`config.mk`:
```
export PLATFORM = sky130hd
export DESIGN_NAME = fpu_cluster
export DESIGN_NICKNAME = d
export VERILOG_FILES = /design/src/logic/fpu_pkg.sv /design/src/logic/fpu_cluster.sv /design/src/logic/fpu_compare.sv /design/src/logic/fpu_op_decode.sv /design/src/logic/fpu_permute_logic.sv /design/src/logic/fpu_result.sv
export VERILOG_INCLUDE_DIRS = /design/src /design/src/logic
export SDC_FILE = /design/constraint.sdc
export NUM_CORES = 1
export LEC_CHECK = 0
export ABC_AREA = 1
export BUFFER_PORTS_ARGS = -buffer_cell sky130_fd_sc_hd__buf_2
export CAP_MARGIN = 20
export CORE_ASPECT_RATIO = 0.75
export CORE_MARGIN = 3
export CORE_UTILIZATION = 40
export CTS_BUF_LIST = sky130_fd_sc_hd__clkbuf_4 sky130_fd_sc_hd__clkbuf_8
export CTS_CLUSTER_DIAMETER = 30
export DETAILED_ROUTE_END_ITERATION = 10
export PLACE_DENSITY = 0.66
export SETUP_SLACK_MARGIN = 0.3
export SLEW_MARGIN = 20
export SYNTH_ARGS = -nofsm -noshare
export SYNTH_HDL_FRONTEND = slang
export SYNTH_SLANG_ARGS = --single-unit
export TNS_END_PERCENT = 50
```
`constraint.sdc`:
```
create_clock -name clk -period 2.6 [get_ports clk]
set_input_delay 0.13 -clock clk [delete_from_list [all_inputs] [get_ports clk]]
set_output_delay 0.13 -clock clk [all_outputs]
set_load 0.01 [all_outputs]
```
`src/logic/fpu_config.svh`:
```
//********************************************************************
// widths and op codes shared by the FP dispatch cluster
// include wherever a width, op code or exception code is needed
//********************************************************************

`ifndef FPU_CONFIG_SVH
`define FPU_CONFIG_SVH

// operand and lane widths, two single-precision lanes per operand
`define FPU_DATA_W 64
`define FPU_LANE_W 32

// compare flags and retire exception code
`define FPU_FLAG_W 4
`define FPU_EXC_W 4
`define FPU_EXC_INVALID 4'h1

// op class encoding
`define FPU_OP_W 3
`define FPU_OP_LOGIC 3'd0
`define FPU_OP_PERM 3'd1
`define FPU_OP_CMP_S 3'd2
`define FPU_OP_PCMP_S 3'd3

// cycles from an accepted request to res_valid
`define FPU_LATENCY 3

`endif

```
`src/logic/fpu_pkg.sv`:
```
//********************************************************************
// types shared by the FP dispatch cluster stages
// referenced by scoped name from each stage and the top level
//********************************************************************

`include "fpu_config.svh"

package fpu_pkg;

  typedef logic [`FPU_DATA_W-1:0] fpu_data_t;
  typedef logic [`FPU_LANE_W-1:0] fpu_lane_t;

  // {unordered, greater, less, equal}
  typedef logic [`FPU_FLAG_W-1:0] fpu_flags_t;
  typedef logic [`FPU_EXC_W-1:0] fpu_exc_t;

  typedef enum logic [`FPU_OP_W-1:0] {
    op_logic  = `FPU_OP_LOGIC,
    op_perm   = `FPU_OP_PERM,
    op_cmp_s  = `FPU_OP_CMP_S,
    op_pcmp_s = `FPU_OP_PCMP_S
  } fpu_op_e;

  // incoming request, sel is the logic function or the compare condition
  typedef struct packed {
    fpu_op_e op;
    logic [1:0] sel;
    logic [1:0] perm_mode;
    logic ordered;
    fpu_data_t a;
    fpu_data_t b;
  } fpu_req_t;

  // decoded control, unit enables are one-hot
  typedef struct packed {
    logic do_logic;
    logic do_perm;
    logic do_cmp;
    logic packed_cmp;
    logic [1:0] sel;
  } fpu_ctrl_t;

  // registered output of one execute unit
  typedef struct packed {
    logic valid;
    fpu_data_t data;
    fpu_flags_t flags;
    logic invalid;
    logic is_cmp;
  } fpu_exec_t;

endpackage

```
`src/logic/fpu_cluster.sv`:
```
//********************************************************************
// top level of the FP dispatch cluster
// decode, two execute units and the result stage, fixed latency of
// three cycles with no back-pressure
//********************************************************************

module fpu_cluster (
  input  logic                 clk,
  input  logic                 rst,
  input  logic                 in_valid,
  input  fpu_pkg::fpu_req_t    in_req,
  input  logic                 inv_trap_en,
  output logic                 res_valid,
  output fpu_pkg::fpu_data_t   res_data,
  output fpu_pkg::fpu_flags_t  res_flags,
  output logic                 ret_en,
  output fpu_pkg::fpu_exc_t    ret_code
);

  logic dec_valid;
  fpu_pkg::fpu_ctrl_t dec_ctrl;
  fpu_pkg::fpu_data_t dec_a;
  fpu_pkg::fpu_data_t dec_b;
  logic [1:0] dec_perm_mode;
  logic dec_ordered;
  fpu_pkg::fpu_exec_t exec_pl;
  fpu_pkg::fpu_exec_t exec_cmp;

  fpu_op_decode u_decode (
    .clk           (clk),
    .rst           (rst),
    .in_valid      (in_valid),
    .in_req        (in_req),
    .dec_valid     (dec_valid),
    .dec_ctrl      (dec_ctrl),
    .dec_a         (dec_a),
    .dec_b         (dec_b),
    .dec_perm_mode (dec_perm_mode),
    .dec_ordered   (dec_ordered)
  );

  fpu_permute_logic u_perm_logic (
    .clk           (clk),
    .rst           (rst),
    .dec_valid     (dec_valid),
    .dec_ctrl      (dec_ctrl),
    .dec_a         (dec_a),
    .dec_b         (dec_b),
    .dec_perm_mode (dec_perm_mode),
    .exec_pl       (exec_pl)
  );

  fpu_compare u_compare (
    .clk         (clk),
    .rst         (rst),
    .dec_valid   (dec_valid),
    .dec_ctrl    (dec_ctrl),
    .dec_a       (dec_a),
    .dec_b       (dec_b),
    .dec_ordered (dec_ordered),
    .exec_cmp    (exec_cmp)
  );

  fpu_result u_result (
    .clk         (clk),
    .rst         (rst),
    .exec_pl     (exec_pl),
    .exec_cmp    (exec_cmp),
    .inv_trap_en (inv_trap_en),
    .res_valid   (res_valid),
    .res_data    (res_data),
    .res_flags   (res_flags),
    .ret_en      (ret_en),
    .ret_code    (ret_code)
  );

endmodule

```
`src/logic/fpu_compare.sv`:
```
//********************************************************************
// single-precision compare execute unit
// scalar compare on lane 0 gives flags and a condition bit, packed
// compare gives per-lane masks; both raise invalid on NaN operands
//********************************************************************

`include "fpu_config.svh"

module fpu_compare (
  input  logic                 clk,
  input  logic                 rst,
  input  logic                 dec_valid,
  input  fpu_pkg::fpu_ctrl_t   dec_ctrl,
  input  fpu_pkg::fpu_data_t   dec_a,
  input  fpu_pkg::fpu_data_t   dec_b,
  input  logic                 dec_ordered,
  output fpu_pkg::fpu_exec_t   exec_cmp
);

  localparam int LANES = `FPU_DATA_W / `FPU_LANE_W;

  fpu_pkg::fpu_flags_t lane_f [LANES];
  logic [LANES-1:0] lane_hit;
  logic [LANES-1:0] lane_inv;
  fpu_pkg::fpu_data_t cmp_data;
  fpu_pkg::fpu_flags_t cmp_flags;
  logic cmp_inv;

  function automatic logic is_nan(input fpu_pkg::fpu_lane_t x);
    return (&x[30:23]) && (|x[22:0]);
  endfunction

  // quiet bit clear
  function automatic logic is_snan(input fpu_pkg::fpu_lane_t x);
    return is_nan(x) && !x[22];
  endfunction

  function automatic fpu_pkg::fpu_flags_t lane_flags(input fpu_pkg::fpu_lane_t a,
                                                     input fpu_pkg::fpu_lane_t b);
    logic a_lt;
    fpu_pkg::fpu_flags_t f;
    // sign-magnitude order, negative magnitudes run backwards
    if (a[31] != b[31]) a_lt = a[31];
    else if (a[31]) a_lt = a[30:0] > b[30:0];
    else a_lt = a[30:0] < b[30:0];
    f = '0;
    if (is_nan(a) || is_nan(b)) f[3] = 1'b1;
    else if (a == b || (a[30:0] == '0 && b[30:0] == '0)) f[0] = 1'b1;
    else if (a_lt) f[1] = 1'b1;
    else f[2] = 1'b1;
    return f;
  endfunction

  // eq, lt, le, unordered
  function automatic logic cond_hit(input fpu_pkg::fpu_flags_t f, input logic [1:0] sel);
    case (sel)
      2'd0:    return f[0];
      2'd1:    return f[1];
      2'd2:    return f[1] | f[0];
      default: return f[3];
    endcase
  endfunction

  always_comb begin
    for (int i = 0; i < LANES; i++) begin
      lane_f[i] = lane_flags(dec_a[i*`FPU_LANE_W +: `FPU_LANE_W],
                             dec_b[i*`FPU_LANE_W +: `FPU_LANE_W]);
      lane_hit[i] = cond_hit(lane_f[i], dec_ctrl.sel);
      lane_inv[i] = is_snan(dec_a[i*`FPU_LANE_W +: `FPU_LANE_W])
                  | is_snan(dec_b[i*`FPU_LANE_W +: `FPU_LANE_W])
                  | (dec_ordered & lane_f[i][3]);
    end
  end

  always_comb begin
    cmp_data = '0;
    if (dec_ctrl.packed_cmp) begin
      for (int i = 0; i < LANES; i++) begin
        cmp_data[i*`FPU_LANE_W +: `FPU_LANE_W] = {`FPU_LANE_W{lane_hit[i]}};
      end
      cmp_flags = '0;
      cmp_inv = |lane_inv;
    end else begin
      cmp_data[0] = lane_hit[0];
      cmp_flags = lane_f[0];
      cmp_inv = lane_inv[0];
    end
  end

  always_ff @(posedge clk) begin
    exec_cmp.valid <= dec_valid & dec_ctrl.do_cmp;
    exec_cmp.data <= cmp_data;
    exec_cmp.flags <= cmp_flags;
    exec_cmp.invalid <= cmp_inv;
    exec_cmp.is_cmp <= dec_ctrl.do_cmp;
    if (rst) begin
      exec_cmp.valid <= 1'b0;
    end
  end

  // scalar compare leaves exactly one flag a cycle later
  a_scalar_flags: assert property (
    @(posedge clk) disable iff (rst)
    dec_valid && dec_ctrl.do_cmp && !dec_ctrl.packed_cmp
      |=> exec_cmp.valid && $onehot(exec_cmp.flags)
  ) else $error("scalar compare flags %h not one-hot", exec_cmp.flags);

endmodule

```
`src/logic/fpu_op_decode.sv`:
```
//********************************************************************
// decode stage of the FP dispatch cluster
// samples one request per cycle and turns the op class into unit
// enables for the execute stage
//********************************************************************

module fpu_op_decode (
  input  logic                 clk,
  input  logic                 rst,
  input  logic                 in_valid,
  input  fpu_pkg::fpu_req_t    in_req,
  output logic                 dec_valid,
  output fpu_pkg::fpu_ctrl_t   dec_ctrl,
  output fpu_pkg::fpu_data_t   dec_a,
  output fpu_pkg::fpu_data_t   dec_b,
  output logic [1:0]           dec_perm_mode,
  output logic                 dec_ordered
);

  fpu_pkg::fpu_ctrl_t ctrl_d;

  // op class to one-hot enables
  always_comb begin
    ctrl_d = '0;
    ctrl_d.sel = in_req.sel;
    case (in_req.op)
      fpu_pkg::op_logic: begin
        ctrl_d.do_logic = 1'b1;
      end
      fpu_pkg::op_perm: begin
        ctrl_d.do_perm = 1'b1;
      end
      fpu_pkg::op_cmp_s: begin
        ctrl_d.do_cmp = 1'b1;
      end
      fpu_pkg::op_pcmp_s: begin
        ctrl_d.do_cmp = 1'b1;
        ctrl_d.packed_cmp = 1'b1;
      end
      default: begin
        // unknown class leaves every unit idle
        ctrl_d.do_logic = 1'b0;
      end
    endcase
  end

  always_ff @(posedge clk) begin
    dec_valid <= in_valid;
    dec_ctrl <= ctrl_d;
    dec_a <= in_req.a;
    dec_b <= in_req.b;
    dec_perm_mode <= in_req.perm_mode;
    dec_ordered <= in_req.ordered;
    if (rst) begin
      dec_valid <= 1'b0;
      dec_ctrl <= '0;
    end
  end

  // a request with a valid op class reaches exactly one unit
  a_one_unit: assert property (
    @(posedge clk) disable iff (rst)
    dec_valid |-> $onehot({dec_ctrl.do_logic, dec_ctrl.do_perm, dec_ctrl.do_cmp})
  ) else $error("decoded request enables %0d units",
                $countones({dec_ctrl.do_logic, dec_ctrl.do_perm, dec_ctrl.do_cmp}));

endmodule

```
`src/logic/fpu_permute_logic.sv`:
```
//********************************************************************
// bitwise logic and lane permute execute unit
// one registered result per cycle for logic and perm ops
//********************************************************************

`include "fpu_config.svh"

module fpu_permute_logic (
  input  logic                 clk,
  input  logic                 rst,
  input  logic                 dec_valid,
  input  fpu_pkg::fpu_ctrl_t   dec_ctrl,
  input  fpu_pkg::fpu_data_t   dec_a,
  input  fpu_pkg::fpu_data_t   dec_b,
  input  logic [1:0]           dec_perm_mode,
  output fpu_pkg::fpu_exec_t   exec_pl
);

  fpu_pkg::fpu_lane_t a_lo, a_hi, b_lo, b_hi;
  fpu_pkg::fpu_data_t logic_res;
  fpu_pkg::fpu_data_t perm_res;

  assign a_lo = dec_a[`FPU_LANE_W-1:0];
  assign a_hi = dec_a[`FPU_DATA_W-1:`FPU_LANE_W];
  assign b_lo = dec_b[`FPU_LANE_W-1:0];
  assign b_hi = dec_b[`FPU_DATA_W-1:`FPU_LANE_W];

  always_comb begin
    case (dec_ctrl.sel)
      2'd0:    logic_res = dec_a & dec_b;
      2'd1:    logic_res = dec_a | dec_b;
      2'd2:    logic_res = dec_a ^ dec_b;
      default: logic_res = dec_a & ~dec_b;
    endcase
  end

  // lane shuffle, high lane written first
  always_comb begin
    case (dec_perm_mode)
      2'd0:    perm_res = dec_a;
      2'd1:    perm_res = {a_lo, b_hi};
      2'd2:    perm_res = {a_lo, a_lo};
      default: perm_res = {b_lo, a_hi};
    endcase
  end

  always_ff @(posedge clk) begin
    exec_pl.valid <= dec_valid & (dec_ctrl.do_logic | dec_ctrl.do_perm);
    exec_pl.data <= dec_ctrl.do_perm ? perm_res : logic_res;
    exec_pl.flags <= '0;
    exec_pl.invalid <= 1'b0;
    exec_pl.is_cmp <= 1'b0;
    if (rst) begin
      exec_pl.valid <= 1'b0;
    end
  end

endmodule

```
`src/logic/fpu_result.sv`:
```
//********************************************************************
// result stage of the FP dispatch cluster
// merges the execute units and raises the invalid retire code when
// the trap is enabled
//********************************************************************

`include "fpu_config.svh"

module fpu_result (
  input  logic                 clk,
  input  logic                 rst,
  input  fpu_pkg::fpu_exec_t   exec_pl,
  input  fpu_pkg::fpu_exec_t   exec_cmp,
  input  logic                 inv_trap_en,
  output logic                 res_valid,
  output fpu_pkg::fpu_data_t   res_data,
  output fpu_pkg::fpu_flags_t  res_flags,
  output logic                 ret_en,
  output fpu_pkg::fpu_exc_t    ret_code
);

  fpu_pkg::fpu_exec_t pick;
  logic raise_inv;

  // at most one unit holds a valid result
  assign pick = exec_cmp.valid ? exec_cmp : exec_pl;

  // trap only on a compare that saw an invalid NaN
  assign raise_inv = pick.valid & pick.is_cmp & pick.invalid & inv_trap_en;

  always_ff @(posedge clk) begin
    res_valid <= pick.valid;
    res_data <= pick.data;
    res_flags <= pick.flags;
    ret_en <= raise_inv;
    ret_code <= raise_inv ? `FPU_EXC_INVALID : '0;
    if (rst) begin
      res_valid <= 1'b0;
      ret_en <= 1'b0;
      ret_code <= '0;
    end
  end

  // decode steers each request to a single unit
  a_single_exec: assert property (
    @(posedge clk) disable iff (rst)
    !(exec_pl.valid && exec_cmp.valid)
  ) else $error("both execute units valid in one cycle");

endmodule

```
# == Yosys cells after proc, flatten, opt, wreduce, memory -nomap -nowiden ==
# Index checks and enable logic that the tools add are counted.
# classes
n_lt_le_gt_ge,4
n_eq_ne,11
mux,27
n_bitwise,19
n_reduce_logical,36
# op_table
op,count
64-bit one-hot mux with 3 select lines,2
64-bit bitwise AND,2
31-bit zero test,4
23-bit OR reduction,4
71-bit 2-to-1 mux,1
32-bit equality test,2
64-bit 2-to-1 mux,1
64-bit NOT,1
64-bit bitwise OR,1
64-bit XOR,1
31-bit greater-than comparator,2
31-bit < comparator,2
8-bit AND reduction,4
1-bit 2-to-1 mux,19
1-bit logical AND,10
1-bit bitwise AND,7
1-bit bitwise OR,7
"3-bit by 2-bit equality test with 1-bit output, second input constant",2
1-bit one-hot mux with 3 select lines,2
"2-bit by 1-bit equality test with 1-bit output, second input constant",2
"2-bit equality test, second input constant",2
1-bit zero test,4
2-bit zero test,2
1-bit logical OR,4
6 further kinds,9
# word_totals
regBits,317
input_bits,140
out_inout_bits,74
word_cells,121

# == Depth between registers and ports, before layout ==
# Gate-level depths: netlist of the first run.
# logic_depth
ltp_word,8
mapped_depth,17
mapped_depth_nobuf,17

# == By module ==
# Synthesis of the first run repeated with hierarchy kept, for this count alone.
# unflattened
cells_unflattened,2337
hier_area_um2,15412.3
# modules_own_cells
module,n_inst,cells_per_inst,area_each_um2,seq_area_each_um2
fpu_permute_logic,1,1316,6962.9,1301.2
fpu_compare,1,561,3263.1,200.2
fpu_op_decode,1,154,2824.0,2762.6
fpu_result,1,306,2362.3,1401.3

# == Least setup slack after synthesis of the first run ==
# No wires, ideal clock.
# synth_timing
kind,register to register
startpoint,register u_decode.dec_a[30]
endpoint,register u_compare.exec_cmp[6] (netlist name)
setup_ps,110
t_arrival_ps,1657
path_slack_ps,832
path_stages_with_launch,15
synth_period_minus_slack_ps,1768
cell_sequence,dfxtp_1 -> inv_2 -> ha_1 -> nor2_1 -> nand3_1 -> nor2_2 -> nand2_1 -> nor2_1 -> nand2_1 -> nand3_1 -> nand2_1 -> nand3_1 -> nand2_1 -> nand2_2 -> inv_1
# synth_via
elab_chain_len,8
word_cells_on_any_way,18
cone_classes,2 x order compare; 1 x eq/ne; 8 x mux; 1 x bitwise; 6 x reduce/logical
# synth_lines
item,line,rtl
from (decl),fpu_op_decode.sv:14,"output fpu_pkg::fpu_data_t dec_a,"
from (signal assigned),fpu_op_decode.sv:50,dec_a <= in_req.a;
31-bit < comparator / 31-bit greater-than comparator (equally long branches),"fpu_compare.sv:45, fpu_compare.sv:44",
1-bit 2-to-1 mux,fpu_compare.sv:44,else if (a[31]) a_lt = a[30:0] > b[30:0];
1-bit 2-to-1 mux,fpu_compare.sv:43,if (a[31] != b[31]) a_lt = a[31];
1-bit 2-to-1 mux,fpu_compare.sv:49,else if (a_lt) f[1] = 1'b1;
1-bit 2-to-1 mux,fpu_compare.sv:48,else if (a == b || (a[30:0] == '0 && b[30:0] == '0)) f[0] = 1'b1;
2-bit 2-to-1 mux,fpu_compare.sv:47,if (is_nan(a) || is_nan(b)) f[3] = 1'b1;
1-bit bitwise OR,fpu_compare.sv:59,2'd2: return f[1] | f[0];
1-bit one-hot mux with 3 select lines *,fpu_compare.sv:56,case (sel)
via u_compare.cmp_data[0],fpu_compare.sv:25,fpu_pkg::fpu_data_t cmp_data;
# The timed path passes the listed nets; every way through them passes the cells marked *.
# A chain may end at the register's enable or synchronous reset.

# == Worst setup path after layout of the first run ==
# layout_timing
startpoint,register u_decode.dec_ctrl[0] (netlist name)
endpoint,register u_perm_logic.exec_pl[29] (netlist name)
# layout_via
elab_chain_len,3
word_cells_on_any_way,5
cone_classes,2 x eq/ne; 2 x mux; 1 x reduce/logical
# layout_lines
item,line,rtl
"2-bit equality test, or another cell as far along",fpu_permute_logic.sv:29,case (dec_ctrl.sel)
64-bit one-hot mux with 3 select lines *,fpu_permute_logic.sv:29,
64-bit 2-to-1 mux *,fpu_permute_logic.sv:49,exec_pl.data <= dec_ctrl.do_perm ? perm_res : logic_res;
# Mark *: on every way between the ends. The rest lies on a longest branch, timed or not.

==> results of run 1 <==
[worst max-delay path, stage by stage (launching register included)]
cell,delay (ns)
dfxtp_1,0.38
inv_1,0.09
ha_1,0.24
inv_2,0.28
buf_4,0.31
o22ai_1,0.12
o21ai_1,0.40
a22oi_1,0.16
[kinds of logic after synthesis]
kind of cell | after synthesis
AOI/OAI and AO/OA | 415
adders and majority gates | 130
buffers and inverters | 320
DFF | 283
other | 1
and+or+nand+nor | 525
[sequential cells by signal, indices dropped and copies added (netlist names)]
signal,flops
u_decode.dec_b,64
u_result.res_valid,1
u_decode.dec_a,64
u_decode.dec_perm_mode,2
u_result.res_flags,4
u_perm_logic.exec_pl,65
u_result.res_data,64
u_decode.dec_ctrl,6
u_decode.dec_valid,1
u_compare.exec_cmp,10
u_decode.dec_ordered,1
u_result.ret_en,1
[cell usage in the layout (no fill, tap or decap), types with 11 or more instances in the layout]
| cell type | n |
|---|---|
| a21oi_1 | 120 |
| a221oi_1 | 53 |
| a22oi_1 | 55 |
| a32oi_1 | 25 |
| buf_2 | 210 |
| buf_4 | 23 |
| clkbuf_8 | 61 |
| dfxtp_1 | 262 |
| dfxtp_2 | 21 |
| dlygate4sd3_1 | 146 |
| ha_1 | 129 |
| inv_1 | 179 |
| inv_2 | 53 |
| nand2_1 | 314 |
| nand3_1 | 40 |
| nand4_1 | 31 |
| nor2_1 | 95 |
| nor3_1 | 11 |
| o211ai_1 | 36 |
| o21ai_0 | 43 |
| o21ai_1 | 21 |
| o22ai_1 | 56 |
[what timing repair did]
item,4_1_cts,5_1_grt
hold buffers,146,0
endpoints found under the setup margin,0,5
gates resized for setup,0,23
hold endpoints to repair,142,0
buffers inserted,0,0
[per-layer routing]
metal,share of wire [%],up-vias,GRT usage [%]
met5,0.051,-,0
met4,2.5,4,7.970
met3,14,93,11.70
met2,39,794,40.03
met1,44,6337,41.40
li1,-,6427,-
[power by group through the flow]
stage / Sequential, mW / Clock [mW] / Combinational [mW]
after floorplan: 5.06 / 0 / 0.984
after global placement: 5.09 / 0 / 1.76
after detailed placement: 5.10 / 0 / 1.77
after CTS: 5.01 / 5.33 / 1.94
after global routing: 5.06 / 5.53 / 2.18
final: 5.03 / 5.25 / 2.01
[final timing paths]
kind | start | end | slack (ns) | depth (start not counted)
setup / recovery | u_decode.dec_ctrl[0] | u_perm_logic.exec_pl[29] | 0.48 | 7
hold / removal | in_req[76] | u_decode.dec_a[12] | 0.15 | 2
setup reg to reg | u_decode.dec_ctrl[0] | u_perm_logic.exec_pl[29] | 0.48 | 7
hold reg to reg | u_decode.dec_ctrl[3] | u_compare.exec_cmp[0] | 0.35 | 0
[metrics by stage]
step,power (mW),hold WS (ns)
6_report,12.29,0.1543
5_1_grt,12.77,0.1409
4_1_cts,12.28,0.1217
3_5_place_dp,6.868,0.2336
3_3_place_gp,6.853,0.2326
2_1_floorplan,6.046,0.1577
[cell type report]
class	instances	area share, %
flip-flops and latches	283	31.89
clock inverters	34	2.502
well taps	442	3.098
clock buffers	66	4.914
inverters	232	4.879
multi-input cells	1073	36.78
repair buffers	387	15.94
==> impl_metrics.tcl, run 1 <==
set metrics [dict create \
    outcome "finished clean" \
    adder_cell_share_of_the_synthesized_area_pct 12.11 \
    synth_top_cells_by_area "dfxtp_1 42%, ha_1 12%, nand2_1 8.8%, inv_1 5.0%, a21oi_1 4.5%" \
    critPathLaunchType "register" \
    synth.cells.most_frequent "314 x nand2_1, 283 x dfxtp_1, 179 x inv_1, 130 x ha_1, 120 x a21oi_1" \
    finalWorstPathRequiredPeriod_ns 2.124 \
    cap_violations 0 \
    maxClockFrequency_mhz 470.7 \
    worst_ir_drop_vdd_v 0.0004752 \
    globalRouteOverflowTotal 0 \
    num_vias 13655 \
    drcViolationCount 0 \
    layout-area-overhead-vs-synth_pct 32.86 \
    multi_input_comb_area_sq_um 6565 \
    synth_top_area_share_pct 42.17 \
    power.share.combinational_pct 16.4 \
    synth_cells 1674 \
    synth_edf_count 0 \
    antenna_cells 0 \
    p_sw_share_pct 29.01 \
    slew_viol_final 0 \
    synth_area_leader_cell "dfxtp_1" \
    synthMuxAreaShare_pct 0 \
    cts_sinks 283 \
    dp_hpwl_mm 37.46 \
    intPower_mw 8.723 \
    worstSetupEndpointType "register" \
    largest_family_of_logic_cells_by_synthesized_area "compound AO/OA/AOI/OAI gates" \
    power_frac_seq_pct 40.9 \
    fin_cells 2517 \
    worst_skew_pair.late_latency_ns 0.61 \
    ys.flop_type "dfxtp_1" \
    detailed_route_wire_length_mm 53.42 \
    power.share.clock_pct 42.7 \
    unrepaired_setup_endpoints_after_global_routing "false" \
    synth-xor-area-share_pct 0 \
    boundaryPins 214 \
    synthesis.area_sq_um 13440 \
    synth.most_common_cell "nand2_1" \
    placementRows 57 \
    cts_tree "yes" \
    cts_buffer_depth 3 \
    fin_util_pct 54.53 \
    core_region_area_sq_um 32740 \
    timing_worst_setup_path_type "reg -> reg" \
    routabilityCongestion 0.9925 \
    die_height_microns 164.7 \
    post-route-worst-setup-slack_ns 0.4755 \
    finalInstanceArea_sq_um 17850 \
    drtIter0Drc 1915 \
    pin_count_of_the_biggest_net_entering_global_routing 78 \
    synth.distinct_cells 36 \
    critPathRequiredTime_ns 3.05 \
    finalHoldViolations 0 \
    total_switching_power_mw 3.564 \
    postPlaceCellArea_sq_um 15030 \
    ctsHtreeMaxLevel 2 \
    fin_nets 2301 \
    synth-compound-area-share_pct 19.99 \
    path_clk_slew_ns 0.06 \
    clock_tree.root_cell "clkbuf_8" \
    starting_density_of_the_core_pct 41.04 \
    post-place-cells 2271 \
    route.detailed.wl_per_inst_microns 21.22 \
    antenna_found_initial 4 \
    timing.slew.headroom_pct 45.82 \
    gr-usage-all-layers_pct 28.98 \
    dp_slack_ns 0.4012 \
    post-route-period-util_pct 81.71 \
    critical_path_peak_fanout 14 \
    timing_worst_slew_pin_value_ns 0.8115 \
    grt_first_pass_wirelength_mm 78.74 \
    die-width_microns 217.6 \
    setup_viol_count_final 0 \
    cts-buffers-inserted 54 \
    numPortBuffers 210 \
    drt_pass1_iterations 8 \
    area_share_of_and_or_nand_nor_cells_after_synthesis_pct 16.52 \
    finalSetupTns_ns 0 \
    finalClockSkew_ns 0.03578 \
    avgViaCountPerCell 5.425 \
    async_flop_share_pct 0 \
    worstPathArrival_ns 2.57 \
    postSynthAreaPerCell_sq_um 8.026 \
    synth.yosys.seq_area_share_pct 42.17 \
    synth.ff_latch_count 283 \
    ys_warn_count 0 \
    p_per_area_nw_per_um2 688.4 \
    fp.dieArea_sq_um 35850 \
    seqCellArea_sq_um 5692 \
    route.antenna.remaining_nets 0 \
    hold_path_class "in -> reg" \
    count_of_fill_cells_added_during_filler_insertion 2970 \
    total_leakage_power_nw 8.762 \
    layout-drive-gt1-share_pct 21.11 \
    first_global_vias 12974 \
]
No activity file was read; power rests on OpenSTA's default activity.
==> run 2: changes to the inputs <==
Settings changed: ABC_AREA 1 to 0.
Clock period 2.6 ns to 2.2 ns, I/O delays scaled along.
==> run 2 against run 1 <==
Effect of this change: the run now ends with setup timing left; clock power grew 8.4%; first-iteration DRC count shrank 20%; critical path depth grew 3; largest power group is now sequential cells; highest routed layer unchanged.
==> impl_metrics.tcl, run 2 <==
set metrics [dict create \
    drtIter0Drc 1523 \
    hold_path_class "in -> reg" \
    pin_count_of_the_biggest_net_entering_global_routing 62 \
    cts_tree "yes" \
    synth_top_area_share_pct 42.71 \
    post-route-worst-setup-slack_ns -0.1917 \
    overall_power_after_layout_mw 14.63 \
    critPathLaunchType "register" \
    avgViaCountPerCell 5.180 \
    route.detailed.wl_per_inst_microns 19.48 \
    worstPathArrival_ns 2.90 \
    timing.rr.end "u_compare.exec_cmp[38]" \
    num_vias 13660 \
    unrepaired_setup_endpoints_after_global_routing "true" \
    postPlaceCellArea_sq_um 16990 \
    synth.most_common_cell "dfxtp_1" \
    synth_top_cells_by_area "dfxtp_1 43%, ha_1 12%, o21ai_0 6.2%, inv_1 6.0%, xor2_1 4.3%" \
    cts_buffer_depth 3 \
    cts_sinks 283 \
    synth.cells.most_frequent "283 x dfxtp_1, 211 x inv_1, 164 x o21ai_0, 137 x nand2_1, 130 x ha_1" \
    cp_cell_sequence "inv_1 > ha_1 > or4_4 > nor4_4 > buf_4 > nand4_1 > nand2_1 > a31oi_1 > o211ai_1 > a31oi_1" \
    maxClockFrequency_mhz 418.1 \
    fp.dieArea_sq_um 35410 \
    synth.ff_latch_count 283 \
    synth_edf_count 0 \
    worst_ir_drop_vdd_v 0.0004835 \
    failed_checks "setup timing" \
    synth_area_leader_cell "dfxtp_1" \
    dp_slack_ns -0.2595 \
    synth.distinct_cells 50 \
    drcViolationCount 0 \
    critPathCapture "u_compare.exec_cmp[38]" \
    register_with_the_highest_flop_count "u_perm_logic.exec_pl" \
    finalInstanceArea_sq_um 20590 \
    synth_cells 1537 \
    slew_viol_final 0 \
    finalSetupTns_ns -0.5079 \
    crit_start "u_decode.dec_a[54]" \
    cap_violations 0 \
    die_height_microns 163.7 \
    globalRouteOverflowTotal 0 \
    ctsHtreeMaxLevel 2 \
    finalWorstPathRequiredPeriod_ns 2.392 \
    finalClockSkew_ns 0.02987 \
    fin_nets 2420 \
    clock_tree.root_cell "clkbuf_8" \
    dp_hpwl_mm 36.66 \
    critPathRequiredTime_ns 2.71 \
    placementRows 57 \
    first_global_vias 13449 \
    drt_pass1_iterations 5 \
    synthesis.area_sq_um 13270 \
    detailed_route_wire_length_mm 51.36 \
    gr-usage-all-layers_pct 28.29 \
    worst-r2r-cell-count 10 \
    layout-area-overhead-vs-synth_pct 55.20 \
    boundaryPins 214 \
    layout-drive-gt1-share_pct 36.42 \
    die-width_microns 216.3 \
    route.antenna.remaining_nets 0 \
    starting_density_of_the_core_pct 40.79 \
    flip_flop_count_of_the_largest_register_all_copies_and_words_added 65 \
    post-route-period-util_pct 108.7 \
    p_per_area_nw_per_um2 710.6 \
    routabilityCongestion 0.9499 \
    worst_path_most_repeated_cell "a31oi_1" \
    worstSetupEndpointType "register" \
    setup_viol_count_final 5 \
    grt_first_pass_wirelength_mm 77.98 \
    finalHoldWorstSlack_ns 0.1056 \
    timing_worst_setup_path_type "reg -> reg" \
    antenna_found_initial 4 \
    synth.yosys.seq_area_share_pct 42.71 \
    core_region_area_sq_um 32520 \
    final_common_cell "buf_4" \
    ys_warn_count 0 \
    regToRegStartpoint "u_decode.dec_a[54]" \
    outcome "finished with violations" \
    critical-path-slowest-cell "or4_4" \
    ys.flop_type "dfxtp_1" \
    timing_worst_slew_pin_value_ns 0.6447 \
    finalHoldViolations 0 \
    postSynthAreaPerCell_sq_um 8.631 \
    worst_skew_pair.late_latency_ns 0.63 \
    mostFrequentLayoutCells "268 x buf_4, 226 x dfxtp_1, 210 x buf_2" \
    critical_path_peak_fanout 2 \
    regToRegSetupSlack_ns -0.19 \
    total_leakage_power_nw 9.469 \
    count_of_fill_cells_added_during_filler_insertion 2690 \
    biggest_cell_delay_along_the_critical_path_ns 0.56 \
    timing.slew.headroom_pct 56.65 \
    numPortBuffers 210 \
    cts-buffers-inserted 56 \
    path_clk_slew_ns 0.07 \
    async_flop_share_pct 0 \
]
-- run 2: cell families (layout without fill, tap and decap cells) --
kind of cell / after synthesis / count (layout) / synth area share (%)
buffers and inverters: 303 / 958 / 8.734
xor gates and xnor gates: 65 / 65 / 4.292
muxes: 1 / 1 / 0.08488
and+or+nand+nor: 346 / 346 / 13.15
AOI/OAI and AO/OA: 408 / 408 / 18.74
other: 1 / 4 / 0.02827
adders and majority gates: 130 / 130 / 12.26
DFF: 283 / 283 / 42.71
-- run 2: stage by stage --
step / utilization [%] / instances
after floorplan: - / 1539
after global routing: 63.30 / 2637
after detailed placement: 52.23 / 2367
after CTS: 62.33 / 2630
after global placement: 52.23 / 2367
final: 63.30 / 2637
-- run 2: area by class of cell --
class / instances / area [sq um] / area share (%)
antenna: 1 / 2.502 / 0.01216
clock buffer: 72 / 940.9 / 4.570
clock inverter: 30 / 294.0 / 1.428
inverter: 212 / 798.3 / 3.877
multi-input combinational: 953 / 7318 / 35.55
sequential: 283 / 5742 / 27.89
tap: 442 / 553.0 / 2.686
timing repair buffer: 644 / 4938 / 23.99
-- run 2: critical path: cells and delay by family (launching register included) --
kind,cells,cell delay (ns)
AOI/OAI and AO/OA,3,0.35
adders and majority gates,1,0.30
and+or+nand+nor,4,1.05
DFF,1,0.33
buffers and inverters,2,0.24
-- run 2: how the worst min path moves through the flow --
stage / startpoint / slack [ns] / endpoint / cells past startpoint
3_5_place_dp: in_req[51] / 0.21 / u_decode.dec_b[51] / 1
2_1_floorplan: in_req[64] / 0.14 / u_decode.dec_a[0] / 0
4_1_cts: in_req[69] / 0.07 / u_decode.dec_a[5] / 2
6_report: in_req[129] / 0.11 / u_decode.dec_perm_mode[0] / 2
3_3_place_gp: in_req[51] / 0.21 / u_decode.dec_b[51] / 1
5_1_grt: in_req[65] / 0.08 / u_decode.dec_a[1] / 2
-- run 2: repair_timing --
item / 4_1_cts / 5_1_grt
gates cloned: 2 / 1
hold endpoints to repair: 142 / 0
setup endpoints to repair: 45 / 44
pin swaps: 17 / 28
gates resized for setup: 75 / 66
hold buffers: 146 / 0
buffers inserted: 13 / 5
-- run 2: report_power, final --
part | total [mW] | internal [mW] | switching (mW) | leakage (nW)
combinational | 3.10 | 1.44 | 1.66 | 6.47
clock | 5.69 | 3.14 | 2.54 | 0.623
sequential | 5.84 | 5.61 | 0.229 | 2.37
-- run 2: metal layers --
metal	vias to the layer above	track usage (%)	share of wire (%)
met5	-	0	0.025
met2	763	41.35	41
met3	103	6.455	11
met4	2	7.754	2.3
li1	6511	-	-
met1	6281	41.71	46
==> run 3: changes to the inputs <==
Settings changed: SKIP_LAST_GASP from default to 1, TNS_END_PERCENT 50 to default.
==> run 3 against run 2 <==
Effect of this change: the run still ends with setup timing left; sequential cell count unchanged; hold slack got worse by 0.014 ns; non-clock buffer count decreased by 4; first-iteration DRC count decreased by 16%; critical path depth decreased by 1; maximum frequency decreased by 0.43%; final cell count decreased by 0.27%; clock-buffer cell count decreased by 2; sequential power about the same; highest routed layer unchanged; global-route usage decreased by 0.47 points; critical path type unchanged; total power increased by 0.74%.
==> impl_metrics.tcl, run 3 (synthesis results as in run 2) <==
set metrics [dict create \
    register_with_the_highest_flop_count "u_perm_logic.exec_pl" \
    cap_violations 0 \
    worstPathArrival_ns 2.92 \
    drt_pass1_iterations 6 \
    post-route-worst-setup-slack_ns -0.2022 \
    die_height_microns 163.7 \
    pin_count_of_the_biggest_net_entering_global_routing 63 \
    outcome "finished with violations" \
    clock_tree.root_cell "clkbuf_8" \
    overall_power_after_layout_mw 14.74 \
    globalRouteOverflowTotal 0 \
    ctsHtreeMaxLevel 2 \
    slew_viol_final 0 \
    route.antenna.remaining_nets 0 \
    final_common_cell "buf_4" \
    antenna_found_initial 6 \
    post-place-cells 2370 \
    timing.slew.headroom_pct 59.76 \
    die-width_microns 216.3 \
    critical_path_peak_fanout 2 \
    cts-buffers-inserted 54 \
    layout-drive-gt1-share_pct 35.25 \
    numPortBuffers 210 \
    setup_viol_count_final 3 \
    drtIter0Drc 1276 \
    fp.dieArea_sq_um 35410 \
    routabilityCongestion 0.9328 \
    regToRegStartpoint "u_decode.dec_a[53]" \
    critical-path-slowest-cell "or4_4" \
    drcViolationCount 0 \
    biggest_cell_delay_along_the_critical_path_ns 0.55 \
    crit_buf_inv 1 \
    layout-area-overhead-vs-synth_pct 53.95 \
    cts_buffer_depth 3 \
    worst_ir_drop_vdd_v 0.0004114 \
    critical-path-top-delay-family "simple AND/OR/NAND/NOR gates" \
    placementRows 57 \
    unrepaired_setup_endpoints_after_global_routing "true" \
    num_vias 13588 \
    failed_checks "setup timing" \
    timing_worst_slew_pin_value_ns 0.5989 \
    mostFrequentLayoutCells "266 x buf_4, 231 x dfxtp_1, 210 x buf_2" \
    worst_skew_pair.late_latency_ns 0.64 \
    cts_tree "yes" \
    path_clk_slew_ns 0.07 \
    detailed_route_wire_length_mm 51.42 \
    hold_path_class "in -> reg" \
    critPathLaunchType "register" \
    worstSetupEndpointType "register" \
    dp_hpwl_mm 36.76 \
    starting_density_of_the_core_pct 40.79 \
    avgViaCountPerCell 5.167 \
    post-route-period-util_pct 109.2 \
    min-delay-start "in_req[94]" \
    gr-usage-all-layers_pct 27.81 \
    worst_path_most_repeated_cell "a31oi_1" \
    grt_first_pass_wirelength_mm 76.86 \
    crit_start "u_decode.dec_a[53]" \
    fin_cells 2630 \
    fin_nets 2414 \
    total_leakage_power_nw 9.420 \
    finalWorstPathRequiredPeriod_ns 2.402 \
    p_per_area_nw_per_um2 721.6 \
    count_of_fill_cells_added_during_filler_insertion 2728 \
    maxClockFrequency_mhz 416.3 \
    first_global_vias 13227 \
    critPathRequiredTime_ns 2.72 \
    finalClockSkew_ns 0.04976 \
    cts_sinks 283 \
    boundaryPins 214 \
    route.detailed.wl_per_inst_microns 19.55 \
    cp_cell_sequence "inv_1 > ha_1 > or4_4 > nor4_4 > nand4_1 > nand2_1 > a31oi_1 > o211ai_1 > a31oi_1" \
    flip_flop_count_of_the_largest_register_all_copies_and_words_added 65 \
    timing_worst_setup_path_type "reg -> reg" \
    core_region_area_sq_um 32520 \
    finalHoldViolations 0 \
]
[run 3: changes by cell type in the layout (fill, tap and decap cells not counted), sizes merged]
cell      before  now
buf          496  493
inv          217  220
bufinv         2    4
clkinv        17    8
clkinvlp       6    9
bufbuf         1    0
clkbuf        73   71
[run 3: final timing paths]
kind	end	slack (ns)	cells after the start
setup reg to reg	u_compare.exec_cmp[38]	-0.20	9
hold reg to reg	u_compare.exec_cmp[0]	0.36	0
setup / recovery	u_compare.exec_cmp[38]	-0.20	9
hold / removal	u_decode.dec_a[30]	0.09	2
[run 3: repair_timing]
item,CTS,global route
endpoints found under the setup margin,54,49
pin swaps,20,11
endpoints found under the hold margin,142,0
gates cloned,0,1
buffers inserted,12,1
hold buffers,146,0
resized for setup,63,52
[run 3: layout make-up]
cell class | count | area, sq um | share of cell area (%)
Clock inverter | 29 | 335.3 | 1.642
Timing Repair Buffer | 640 | 4848 | 23.74
Inverter | 212 | 797.0 | 3.903
Multi-Input combinational cell | 953 | 7231 | 35.41
Sequential cell | 283 | 5736 | 28.08
Antenna cell | 1 | 2.502 | 0.01225
Tap cell | 442 | 553.0 | 2.708
Clock buffer | 70 | 919.6 | 4.503
[run 3: layer usage]
layer	up-vias	share of wire [%]	track usage, %	routed length, microns
li1	6496	-	-	-
met1	6314	47	41.36	24090
met2	674	41	40.61	21150
met3	102	9.9	6.547	5079
met4	2	2.1	6.591	1085
met5	-	0.033	0	17
[run 3: through the flow]
stage | setup WS (ns) | cell area [sq um] | hold slack (ns) | TNS [ns] | util [%]
after global placement | -0.1577 | 17010 | 0.2133 | -0.2130 | 52.30
after floorplan | -0.006323 | 13540 | 0.1377 | -0.006323 | -
after global routing | -0.2997 | 20420 | 0.07856 | -0.6347 | 62.79
after detailed placement | -0.1784 | 17010 | 0.2136 | -0.2919 | 52.30
final | -0.2022 | 20420 | 0.09113 | -0.3712 | 62.80
after CTS | -0.1821 | 20140 | 0.06031 | -0.1957 | 61.92
[run 3: worst register-to-register path, delay by kind of cell, from the launching register on]
| kind | cells | cell delay, ns |
|---|---|---|
| AND/OR/NAND/NOR | 4 | 1.26 |
| flip-flops | 1 | 0.34 |
| AO/OA/AOI/OAI | 3 | 0.34 |
| adder cells (fa/ha/maj) | 1 | 0.31 |
| buffers and inverters | 1 | 0.06 |
[run 3: report_power, final]
part,switching [mW],internal [mW],total (mW)
registers,0.227,5.61,5.84
logic,1.64,1.41,3.05
clock network,2.54,3.31,5.85
total,4.41,10.3,14.7
